### config.mk
export PLATFORM = sky130hd
export DESIGN_NAME = uart_top
export DESIGN_NICKNAME = d
export VERILOG_FILES = /design/src/logic/uart_cfg_pkg.sv /design/src/logic/uart_reg_pkg.sv /design/src/logic/uart_top.sv /design/src/logic/uart_regs.sv /design/src/logic/uart_ser.sv /design/src/logic/uart_des.sv
export SDC_FILE = /design/constraint.sdc
export NUM_CORES = 1
export LEC_CHECK = 0
export BUFFER_PORTS_ARGS = -buffer_cell sky130_fd_sc_hd__buf_4
export CORE_MARGIN = 3
export CORE_UTILIZATION = 40
export CTS_BUF_LIST = sky130_fd_sc_hd__clkbuf_16
export CTS_CLUSTER_SIZE = 16
export DETAILED_ROUTE_END_ITERATION = 10
export SLEW_MARGIN = 15
export SYNTH_ARGS = -nofsm -noshare
export SYNTH_HDL_FRONTEND = slang
export SYNTH_HIERARCHICAL = 1
export SYNTH_SLANG_ARGS = --single-unit
### constraint.sdc
create_clock -name clk -period 6.5 [get_ports clk]
set_clock_uncertainty 0.2 [all_clocks]
set_input_delay 0.975 -clock clk [delete_from_list [all_inputs] [get_ports clk]]
set_output_delay 0.975 -clock clk [all_outputs]
set_load 0.01 [all_outputs]
### src/logic/uart_cfg_pkg.sv
package uart_cfg_pkg;

  //////////////////////////////////////////////////
  // baud generator
  //////////////////////////////////////////////////

  // baud counter width, also width of each config field
  localparam int unsigned bdr_w = 8;

  // config values after reset
  // 16 clocks per bit, sample in the middle
  localparam int unsigned bdr_def = 15;
  localparam int unsigned smp_def = 7;

  //////////////////////////////////////////////////
  // frame format
  //////////////////////////////////////////////////

  // data bits per frame, sent lsb first
  localparam int unsigned dat_w = 8;

  // bit counter width
  // must hold frm_bits-1
  localparam int unsigned cnt_w = 4;

  // start + data + stop, no parity
  localparam int unsigned frm_bits = 1 + dat_w + 1;

endpackage : uart_cfg_pkg
### src/logic/uart_reg_pkg.sv
package uart_reg_pkg;

  //////////////////////////////////////////////////
  // bus geometry
  //////////////////////////////////////////////////

  localparam int unsigned adr_w = 2;
  localparam int unsigned bus_w = 16;

  // register map
  localparam logic [adr_w-1:0] adr_ctl = 2'd0;
  localparam logic [adr_w-1:0] adr_txd = 2'd1;
  localparam logic [adr_w-1:0] adr_rxd = 2'd2;
  localparam logic [adr_w-1:0] adr_sts = 2'd3;

  // status word bit positions
  localparam int unsigned sts_tx_busy = 0;
  localparam int unsigned sts_rx_full = 1;
  localparam int unsigned sts_rx_ovr  = 2;
  localparam int unsigned sts_rx_frm  = 3;

  //////////////////////////////////////////////////
  // bus word views
  //////////////////////////////////////////////////

  // ctl view, sample point in the upper byte
  typedef struct packed {
    logic [uart_cfg_pkg::bdr_w-1:0] smp;
    logic [uart_cfg_pkg::bdr_w-1:0] bdr;
  } bus_cfg_t;

  // txd/rxd view, byte in the low bits
  typedef struct packed {
    logic [bus_w-uart_cfg_pkg::dat_w-1:0] rsv;
    logic [uart_cfg_pkg::dat_w-1:0]       dat;
  } bus_dat_t;

  typedef union packed {
    bus_cfg_t cfg;
    bus_dat_t dat;
  } bus_word_t;

endpackage : uart_reg_pkg

### src/logic/uart_top.sv
module uart_top import uart_cfg_pkg::*, uart_reg_pkg::*; (
  input  logic             clk,
  input  logic             rst,
  // register bus
  input  logic             req,
  input  logic             wen,
  input  logic [adr_w-1:0] adr,
  input  logic [bus_w-1:0] wdt,
  output logic [bus_w-1:0] rdt,
  // serial lines
  output logic             txd,
  input  logic             rxd
);

  // config to both directions
  logic [bdr_w-1:0] cfg_bdr;
  logic [bdr_w-1:0] cfg_smp;

  // transmit path
  logic             tx_stb;
  logic [dat_w-1:0] tx_dat;
  logic             tx_busy;

  // receive path
  logic             rx_vld;
  logic [dat_w-1:0] rx_dat;
  logic             rx_frm;

  //////////////////////////////////////////////////
  // register bank
  //////////////////////////////////////////////////

  uart_regs i_regs (
    .clk     (clk),
    .rst     (rst),
    .req     (req),
    .wen     (wen),
    .adr     (adr),
    .wdt     (wdt),
    .rdt     (rdt),
    .cfg_bdr (cfg_bdr),
    .cfg_smp (cfg_smp),
    .tx_stb  (tx_stb),
    .tx_dat  (tx_dat),
    .tx_busy (tx_busy),
    .rx_vld  (rx_vld),
    .rx_dat  (rx_dat),
    .rx_frm  (rx_frm)
  );

  //////////////////////////////////////////////////
  // line side
  //////////////////////////////////////////////////

  uart_ser i_ser (
    .clk     (clk),
    .rst     (rst),
    .cfg_bdr (cfg_bdr),
    .tx_stb  (tx_stb),
    .tx_dat  (tx_dat),
    .tx_busy (tx_busy),
    .txd     (txd)
  );

  uart_des i_des (
    .clk     (clk),
    .rst     (rst),
    .cfg_bdr (cfg_bdr),
    .cfg_smp (cfg_smp),
    .rxd     (rxd),
    .rx_vld  (rx_vld),
    .rx_dat  (rx_dat),
    .rx_frm  (rx_frm)
  );

endmodule : uart_top

### src/logic/uart_regs.sv
module uart_regs import uart_cfg_pkg::*, uart_reg_pkg::*; (
  input  logic             clk,
  input  logic             rst,
  // register bus
  input  logic             req,
  input  logic             wen,
  input  logic [adr_w-1:0] adr,
  input  logic [bus_w-1:0] wdt,
  output logic [bus_w-1:0] rdt,
  // line config
  output logic [bdr_w-1:0] cfg_bdr,
  output logic [bdr_w-1:0] cfg_smp,
  // serializer side
  output logic             tx_stb,
  output logic [dat_w-1:0] tx_dat,
  input  logic             tx_busy,
  // deserializer side
  input  logic             rx_vld,
  input  logic [dat_w-1:0] rx_dat,
  input  logic             rx_frm
);

  // write word, two views
  bus_word_t        wrd;

  // decoded accesses
  logic             wr_ctl;
  logic             wr_txd;
  logic             rd_rxd;
  logic             rd_sts;
  logic             tx_go;

  // receive buffer and sticky flags
  logic [dat_w-1:0] rx_buf;
  logic             rx_full;
  logic             rx_ovr;
  logic             rx_frm_err;

  // status word
  logic [bus_w-1:0] sts;

  //////////////////////////////////////////////////
  // decode
  //////////////////////////////////////////////////

  assign wrd    = wdt;
  assign wr_ctl = req &  wen & (adr == adr_ctl);
  assign wr_txd = req &  wen & (adr == adr_txd);
  assign rd_rxd = req & ~wen & (adr == adr_rxd);
  assign rd_sts = req & ~wen & (adr == adr_sts);

  // also blocked on the strobe cycle, busy rises one edge later
  assign tx_go  = wr_txd & ~tx_busy & ~tx_stb;

  // config
  always_ff @(posedge clk or posedge rst) begin
    if (rst) begin
      cfg_bdr <= bdr_w'(bdr_def);
      cfg_smp <= bdr_w'(smp_def);
    end else if (wr_ctl) begin
      cfg_bdr <= wrd.cfg.bdr;
      cfg_smp <= wrd.cfg.smp;
    end
  end

  //////////////////////////////////////////////////
  // transmit
  //////////////////////////////////////////////////

  always_ff @(posedge clk or posedge rst) begin
    if (rst) begin
      tx_stb <= 1'b0;
    end else begin
      tx_stb <= tx_go;
    end
  end

  always_ff @(posedge clk) begin
    if (tx_go) begin
      tx_dat <= wrd.dat.dat;
    end
  end

  //////////////////////////////////////////////////
  // receive
  //////////////////////////////////////////////////

  // newest byte always wins
  always_ff @(posedge clk) begin
    if (rx_vld) begin
      rx_buf <= rx_dat;
    end
  end

  always_ff @(posedge clk or posedge rst) begin
    if (rst) begin
      rx_full    <= 1'b0;
      rx_ovr     <= 1'b0;
      rx_frm_err <= 1'b0;
    end else begin
      // clears first, sets below take priority
      if (rd_rxd) begin
        rx_full <= 1'b0;
      end
      if (rd_sts) begin
        rx_ovr     <= 1'b0;
        rx_frm_err <= 1'b0;
      end
      if (rx_vld) begin
        rx_full <= 1'b1;
        if (rx_full) begin
          rx_ovr <= 1'b1;
        end
      end
      if (rx_frm) begin
        rx_frm_err <= 1'b1;
      end
    end
  end

  //////////////////////////////////////////////////
  // read back
  //////////////////////////////////////////////////

  // pending strobe already counts as busy
  always_comb begin
    sts              = '0;
    sts[sts_tx_busy] = tx_busy | tx_stb;
    sts[sts_rx_full] = rx_full;
    sts[sts_rx_ovr]  = rx_ovr;
    sts[sts_rx_frm]  = rx_frm_err;
  end

  // held until the next read
  always_ff @(posedge clk or posedge rst) begin
    if (rst) begin
      rdt <= '0;
    end else if (req && !wen) begin
      case (adr)
        adr_ctl: rdt <= {cfg_smp, cfg_bdr};
        adr_txd: rdt <= bus_w'(tx_dat);
        adr_rxd: rdt <= bus_w'(rx_buf);
        adr_sts: rdt <= sts;
        default: rdt <= '0;
      endcase
    end
  end

endmodule : uart_regs

### src/logic/uart_ser.sv
module uart_ser import uart_cfg_pkg::*; (
  input  logic             clk,
  input  logic             rst,
  // bit period minus one
  input  logic [bdr_w-1:0] cfg_bdr,
  // start pulse with its byte
  input  logic             tx_stb,
  input  logic [dat_w-1:0] tx_dat,
  // high for the whole frame
  output logic             tx_busy,
  // serial line out
  output logic             txd
);

  // frame as it goes on the wire, lsb first
  logic [frm_bits-1:0] frm;
  logic [frm_bits-1:0] shf;

  // baud counter
  logic [bdr_w-1:0]    bdr_cnt;
  logic                bdr_end;

  // bit counter, 0 is the start bit
  logic [cnt_w-1:0]    bit_cnt;
  logic                bit_lst;

  // stop, data, start
  assign frm = {1'b1, tx_dat, 1'b0};

  assign bdr_end = (bdr_cnt == cfg_bdr);
  assign bit_lst = (bit_cnt == cnt_w'(frm_bits - 1));

  //////////////////////////////////////////////////
  // control and line register
  //////////////////////////////////////////////////

  always_ff @(posedge clk or posedge rst) begin
    if (rst) begin
      tx_busy <= 1'b0;
      bdr_cnt <= '0;
      bit_cnt <= '0;
      txd     <= 1'b1;
    end else if (tx_stb) begin
      // start bit goes out right away
      tx_busy <= 1'b1;
      bdr_cnt <= '0;
      bit_cnt <= '0;
      txd     <= frm[0];
    end else if (tx_busy) begin
      if (bdr_end) begin
        bdr_cnt <= '0;
        // next bit, idle high after the stop bit
        txd     <= shf[1];
        if (bit_lst) begin
          tx_busy <= 1'b0;
        end else begin
          bit_cnt <= bit_cnt + 1'b1;
        end
      end else begin
        bdr_cnt <= bdr_cnt + 1'b1;
      end
    end
  end

  // shift in ones so the line rests high
  always_ff @(posedge clk) begin
    if (tx_stb) begin
      shf <= frm;
    end else if (tx_busy && bdr_end) begin
      shf <= {1'b1, shf[frm_bits-1:1]};
    end
  end

endmodule : uart_ser

### src/logic/uart_des.sv
module uart_des import uart_cfg_pkg::*; (
  input  logic             clk,
  input  logic             rst,
  // bit period minus one, sample offset inside a bit
  input  logic [bdr_w-1:0] cfg_bdr,
  input  logic [bdr_w-1:0] cfg_smp,
  // serial line in
  input  logic             rxd,
  // byte strobe, no ready
  output logic             rx_vld,
  output logic [dat_w-1:0] rx_dat,
  // bad stop bit strobe
  output logic             rx_frm
);

  // line sync and edge detect
  logic             rxd_syn;
  logic             rxd_dly;
  logic             rxd_edg;

  // frame in progress
  logic             run;

  // baud counter
  logic [bdr_w-1:0] bdr_cnt;
  logic             bdr_end;
  logic             bdr_smp;

  // bit counter, 0 is the start bit
  logic [cnt_w-1:0] bit_cnt;
  logic             bit_fst;
  logic             bit_lst;

  // data shifter
  logic [dat_w-1:0] shf_dat;

  //////////////////////////////////////////////////
  // start edge
  //////////////////////////////////////////////////

  // idle line is high
  always_ff @(posedge clk or posedge rst) begin
    if (rst) begin
      rxd_syn <= 1'b1;
      rxd_dly <= 1'b1;
    end else begin
      rxd_syn <= rxd;
      rxd_dly <= rxd_syn;
    end
  end

  assign rxd_edg = rxd_dly & ~rxd_syn;

  //////////////////////////////////////////////////
  // bit timing
  //////////////////////////////////////////////////

  assign bdr_end = (bdr_cnt == cfg_bdr);
  assign bdr_smp = (bdr_cnt == cfg_smp);
  assign bit_fst = (bit_cnt == '0);
  assign bit_lst = (bit_cnt == cnt_w'(frm_bits - 1));

  always_ff @(posedge clk or posedge rst) begin
    if (rst) begin
      run     <= 1'b0;
      bdr_cnt <= '0;
      bit_cnt <= '0;
    end else if (!run) begin
      // falling edge only counts while idle
      if (rxd_edg) begin
        run     <= 1'b1;
        bdr_cnt <= '0;
        bit_cnt <= '0;
      end
    end else begin
      // high start bit is a glitch
      // stop bit sample ends the frame early so the next edge is seen
      if (bdr_smp && ((bit_fst && rxd_syn) || bit_lst)) begin
        run <= 1'b0;
      end
      if (bdr_end) begin
        bdr_cnt <= '0;
        bit_cnt <= bit_cnt + 1'b1;
      end else begin
        bdr_cnt <= bdr_cnt + 1'b1;
      end
    end
  end

  //////////////////////////////////////////////////
  // data and strobes
  //////////////////////////////////////////////////

  // data bits only, lsb arrives first
  always_ff @(posedge clk) begin
    if (run && bdr_smp && !bit_fst && !bit_lst) begin
      shf_dat <= {rxd_syn, shf_dat[dat_w-1:1]};
    end
  end

  assign rx_dat = shf_dat;

  // stop bit sample cycle
  assign rx_vld = run & bdr_smp & bit_lst &  rxd_syn;
  assign rx_frm = run & bdr_smp & bit_lst & ~rxd_syn;

endmodule : uart_des

==> results of run 1 <==
[cell usage after synthesis (all sizes together) (4+ instances only)]
cell type	instances
nand2b	6
dfstp	10
ha	7
dfrtp	55
nor4	6
clkbuf	6
inv	11
nand3	11
nor2b	5
o211ai	6
a22o	9
a2bb2oi	5
nor2	7
o21ai	24
nand2	53
nand4	5
nor3	13
mux2	17
xor2	12
buf	16
edfxtp	32
mux4	4
mux2i	4
xnor2	17
a21oi	6
[sequential cells by signal, summed over array words and instances (netlist names)]
signal and cells:
i_des/run 1, i_des/rx_dat 8, i_des/rxd_syn 1, i_ser/shf 8, i_regs/rx_ovr 1, i_regs/tx_dat 8, i_regs/rx_full 1, i_ser/tx_busy 1
i_ser/bit_cnt 4, i_regs/cfg_smp 8, i_des/bit_cnt 4, i_des/bdr_cnt 8, i_ser/bdr_cnt 8, i_des/rxd_dly 1, i_regs/rx_frm_err 1, i_regs/tx_stb 1
i_regs/rx_buf 8, i_regs/cfg_bdr 8, i_ser/txd 1, i_regs/rdt 16
[cell type report]
| cell class | instances | share of cell area |
|---|---|---|
| Clock buffer | 10 | 0.0478 |
| Clock inverter | 6 | 0.00884 |
| Inverter | 12 | 0.00860 |
| Multi-Input combinational cell | 253 | 0.346 |
| Sequential cell | 97 | 0.496 |
| Tap cell | 140 | 0.0334 |
| Timing Repair Buffer | 41 | 0.0588 |
[metal layers]
metal / share of wire / global-route usage / up-vias
met5: 0 / 0 / -
met4: 0.020 / 0.0697 / 0
met3: 0.038 / 0.0276 / 17
met2: 0.47 / 0.255 / 72
met1: 0.47 / 0.251 / 1534
li1: - / - / 1466
[critical path, delay by kind of cell (launching register included)]
kind	cells	cell delay, ns
xor+xnor	1	0.13
flops	1	0.57
simple gates	3	1.57
[per-stage QoR]
stage                     setup slack [ns]  std cells
after global placement                3.58        543
after detailed placement              3.49        543
final                                 3.69        559
after CTS                             3.68        559
after floorplan                       3.87        384
after global routing                  3.50        559
[final timing paths]
check,start,end,slack [ns],cells after the start
worst max register to register,i_regs/cfg_bdr[0],i_ser/shf[7],3.69,4
worst min-delay path,i_des/rxd_syn,i_des/rxd_dly,0.21,0
worst max-delay path,i_regs/cfg_bdr[0],i_ser/shf[7],3.69,4
worst min register to register,i_des/rxd_syn,i_des/rxd_dly,0.21,0
max in group asynchronous,rst,i_regs/cfg_smp[2],5.18,3
min in group asynchronous,rst,i_ser/bdr_cnt[7],0.51,2
[cells by family (layout without fill, tap and decap cells)]
kind of cell / count (synthesis) / in the layout / synth area share
buffers and inverters: 34 / 69 / 0.0431
multiplexers: 25 / 25 / 0.0705
XOR/XNOR: 29 / 29 / 0.0632
AO/OA/AOI/OAI: 71 / 71 / 0.107
flip-flops: 97 / 97 / 0.564
AND/OR/NAND/NOR: 121 / 121 / 0.133
adder cells (fa/ha/maj): 7 / 7 / 0.0190
[where the power goes]
| group | leakage (nW) | total (W) | internal (W) | switching, W |
|---|---|---|---|---|
| logic | 0.925 | 0.000432 | 0.000218 | 0.000214 |
| registers | 1.09 | 0.000892 | 0.000738 | 0.000154 |
| clock network | 0.149 | 0.000521 | 0.000286 | 0.000234 |
| total | 2.17 | 0.00184 | 0.00124 | 0.000602 |
==> run metrics, run 1 <==
status completed; Ys Warns 6; ant diodes 0; Worst EP required between 6 and 7 ns; Gates resized, CTS repair 0; Synth top area share 0.298; crit-path cells xnor2_1 -> nand4_1 -> or3_1 -> nand2_1; total congestion overflow 0; PD cells 352 nW/µm²; initial antenna violation count 0; # clock sinks 97; # DRC 0; Hold Vio Cnt, Final 0; Detailed Route WL 10200 µm; RSZ-0062 raised after global routing no; vias in the first global route between 3000 and 4000; area grow syn2layout 13.6%; fill count about 1000; worst hold path class reg -> reg; CTS tree built; worst-path fanout max 17; fin crit period 2.81 ns; worst skew pair latency 0.34 ns; fraction of layout cells with a size suffix above 1 0.232; Placed Instance Area 4940 µm²; Max IR drop VDD 0.121 mV; Post-Syn Nets 414; root buf cell clkbuf_16; FF+latch count, synth 97; area of the multi-input gates 1810 µm²; Starting Density 0.418; Wirelength per Cell 18.2 µm; slew margin rel. 0.207; CORE AREA 11000 µm²; DRT Pass-1 Iters 4; Detailed Route Iter0 Violations 203; I/O pin cnt 40; H-tree depth 3; Post-synth EDFFs 32; fin crit share 0.432; Leakage approximately 2.2 nW; vias per std cell 5.53; Cells after Synth 384; CTS Buf Count 9; slowest stage delay, CP 0.68 ns; setup TNS 0 ns; largest net degree at the start of global routing 37; Synth area leaders dfrtp_1 (30%), edfxtp_1 (21%), dfstp_2 (5.7%); most frequent cells in the layout dfrtp_1 (55), nand2_1 (53), buf_4 (41), edfxtp_1 (32), o21ai_0 (23); hold_ws 0.206 ns; routed vias ~3100; fmax 356 MHz; port bufs 39; Worst path slowest cell or3_1; count of maximum capacitance violations 0; first-pass GRT wire length 17100 µm; post-DP HPWL ~7300 µm; last weighted congestion value of the routability-driven placer 0.815; die height around 110 µm; Final Util 0.475; most common library cell in the layout ignoring fill and taps dfrtp_1; fin nets 444; die extent in x 113 µm; share of flip-flops with an asynchronous set or reset 0.670; clock slew at reported path FFs 0.07 ns; Mapped Avg Cell Area approximately 12 µm²; critical path launch point type register; Post CTS Setup Buffer Count 0; Bufs on Longest Clock Path 2; Pwr Total 0.00184 W; site row count 38; Antenna Nets Post-Route 0; fin. max-slew vios 0; final instance area approximately 5200 µm²; die area between 10000 and 15000 µm²; Setup CP Type reg -> reg; register area 2600 µm²; crit path DAT 2.62 ns; cts hold-fix bufs 0; final setup vio count 0; crit end category register; pin slew with the least headroom to its limit 1.19 ns; synthesized cell area around 4600 µm²; Cell variety after synth 58; all-layer global routing usage 0.171; register area share after synthesis 0.564; ys flop type dfrtp_1; Synth area leader dfrtp_1
No activity file was read; power rests on OpenSTA's default activity.
==> run 2: changes to the inputs <==
==> constraint.sdc (replaced) <==
create_clock -name clk -period 2.6 [get_ports clk]
set_clock_uncertainty 0.2 [all_clocks]
set_input_delay 0.39 -clock clk [delete_from_list [all_inputs] [get_ports clk]]
set_output_delay 0.39 -clock clk [all_outputs]
set_load 0.01 [all_outputs]
==> run metrics, run 2 (synthesis results as in run 1) <==
status completed; Setup CP Type reg -> reg; Starting Density 0.418 (unchanged); port bufs 39 (unchanged); CTS tree built; Antenna Nets Post-Route 0 (unchanged); count of maximum capacitance violations 0 (unchanged); Sequential Power Share 0.479 (-0.004); fmax 437 MHz (+23%); critical path launch point type register; Worst EP required 2.40 ns (-3.91 ns); Biggest register i_regs/rdt; largest net degree at the start of global routing 37 (unchanged); crit path DAT 2.10 ns (-0.52 ns); site row count 38 (unchanged); Wirelength per Cell 17.8 µm (-2.0%); Detailed Route WL 10200 µm (about the same); worst skew pair latency 0.35 ns (about the same); vias per std cell 5.33 (-3.5%); Switching Fraction 0.326 (-0.000706); final setup vio count 0 (unchanged); total congestion overflow 0 (unchanged); ant diodes 0 (unchanged); die area 12900 µm² (unchanged); Placed Instance Area 5010 µm² (+1.4%); PD cells 870 nW/µm² (+150%); fill count 988 (-3.6%); # DRC 0 (unchanged); I/O pin cnt 40 (unchanged); fraction of layout cells with a size suffix above 1 0.244 (+0.0127); setup TNS 0 ns (unchanged); Post CTS Setup Buffer Count 0 (unchanged); Pwr Total 0.00463 W (+150%); die height 113 µm (unchanged); die extent in x 113 µm (unchanged); Bufs on Longest Clock Path 2 (unchanged); RSZ-0062 raised after global routing no; fin crit period 2.29 ns (-0.517 ns); max reg flops 16 (unchanged); clock slew at reported path FFs 0.07 ns (about the same); worst hold path class in -> reg; DRT Pass-1 Iters 4 (unchanged); CTS Buf Count 9 (unchanged); root buf cell clkbuf_16; Detailed Route Iter0 Violations 189 (-6.9%); most common library cell in the layout ignoring fill and taps dfrtp_1; fin crit share 0.881 (+0.449); fin. max-slew vios 0 (unchanged); post-DP HPWL 7380 µm (+0.59%); r2r setup slk 0.31 ns (-3.38 ns); final worst slack 0.309 ns (-3.38 ns); CORE AREA 11000 µm² (unchanged); first-pass GRT wire length 16800 µm (-1.7%); most frequent cells in the layout dfrtp_1 (55), nand2_1 (53), buf_4 (50), edfxtp_1 (32), o21ai_0 (23); P_sw 0.00151 W (+150%); Power Internal 0.00312 W (+150%); initial antenna violation count 0 (unchanged); Hold Vio Cnt, Final 0 (unchanged); crit end category register; last weighted congestion value of the routability-driven placer 0.865 (+6.1%); fin nets 455 (+2.5%); Comb pwr share 0.242 (+0.008); all-layer global routing usage 0.170 (-0.00146); vias in the first global route 3099 (+0.065%); final instance area 5320 µm² (+1.6%); Leakage 2.22 nW (+2.5%); # clock sinks 97 (unchanged); area grow syn2layout 15.4%; slew margin rel. 0.594 (+0.387); routed vias 3040 (-1.6%); Max IR drop VDD 0.397 mV (+230%); pre-CTS setup slack 0.333 ns (-3.15 ns); worst-path fanout max 10 (-7); clock power share 0.279 (-0.003); H-tree depth 3 (unchanged); pin slew with the least headroom to its limit 0.606 ns (-0.581 ns)
-- run 2: worst paths after layout --
kind | cells after the start | endpoint | startpoint
setup / recovery | 3 | i_des/rx_dat[2] | i_des/run
hold / removal | 1 | i_regs/tx_dat[5] | wdt[5]
setup reg to reg | 3 | i_des/rx_dat[2] | i_des/run
hold reg to reg | 0 | i_des/rxd_dly | i_des/rxd_syn
max in group asynchronous | 4 | i_regs/cfg_smp[1] | rst
min in group asynchronous | 3 | i_des/bit_cnt[1] | rst
-- run 2: what timing repair did --
item,CTS,global route
gates resized for setup,0,0
hold buffers,2,0
setup endpoints to repair,0,0
endpoints found under the hold margin,39,0
-- run 2: area by class of cell --
class                           instances  area (µm²)  share of cell area
Tap cell                              140         175              0.0329
Sequential cell                        97        2600               0.489
Inverter                               12        45.0             0.00847
Clock buffer                           10         250              0.0470
Timing Repair Buffer                   52         395              0.0743
Clock inverter                          6        41.3             0.00776
Multi-Input combinational cell        253        1810               0.341
-- run 2: metrics by stage --
step / hold WS [ns] / std cells / util
after floorplan: 0.0785 / 384 / -
after global placement: 0.188 / 552 / 0.454
after detailed placement: 0.188 / 552 / 0.454
after CTS: 0.0165 / 570 / 0.482
after global routing: 0.0122 / 570 / 0.482
final: 0.0291 / 570 / 0.482
-- run 2: power groups by stage --
stage / Clock [W] / Combinational, W / Sequential (W)
3_3_place_gp: 0 / 0.00110 / 0.00224
6_report: 0.00129 / 0.00112 / 0.00222
2_1_floorplan: 0 / 0.000978 / 0.00209
3_5_place_dp: 0 / 0.00112 / 0.00225
4_1_cts: 0.00132 / 0.00113 / 0.00222
5_1_grt: 0.00140 / 0.00126 / 0.00227
-- run 2: metal layers --
layer  vias up  wire (µm)  GRT usage
li1       1484          -          -
met1      1484       4920      0.244
met2        57       4610      0.252
met3        15        425     0.0334
met4         0        199     0.0721
met5         -          0          0
-- run 2: worst max-delay path, cell delays in order, from the launching register on --
cell	delay, ns
dfrtp_1	0.53
inv_1	0.16
nor4_1	0.55
and4b_1	0.51
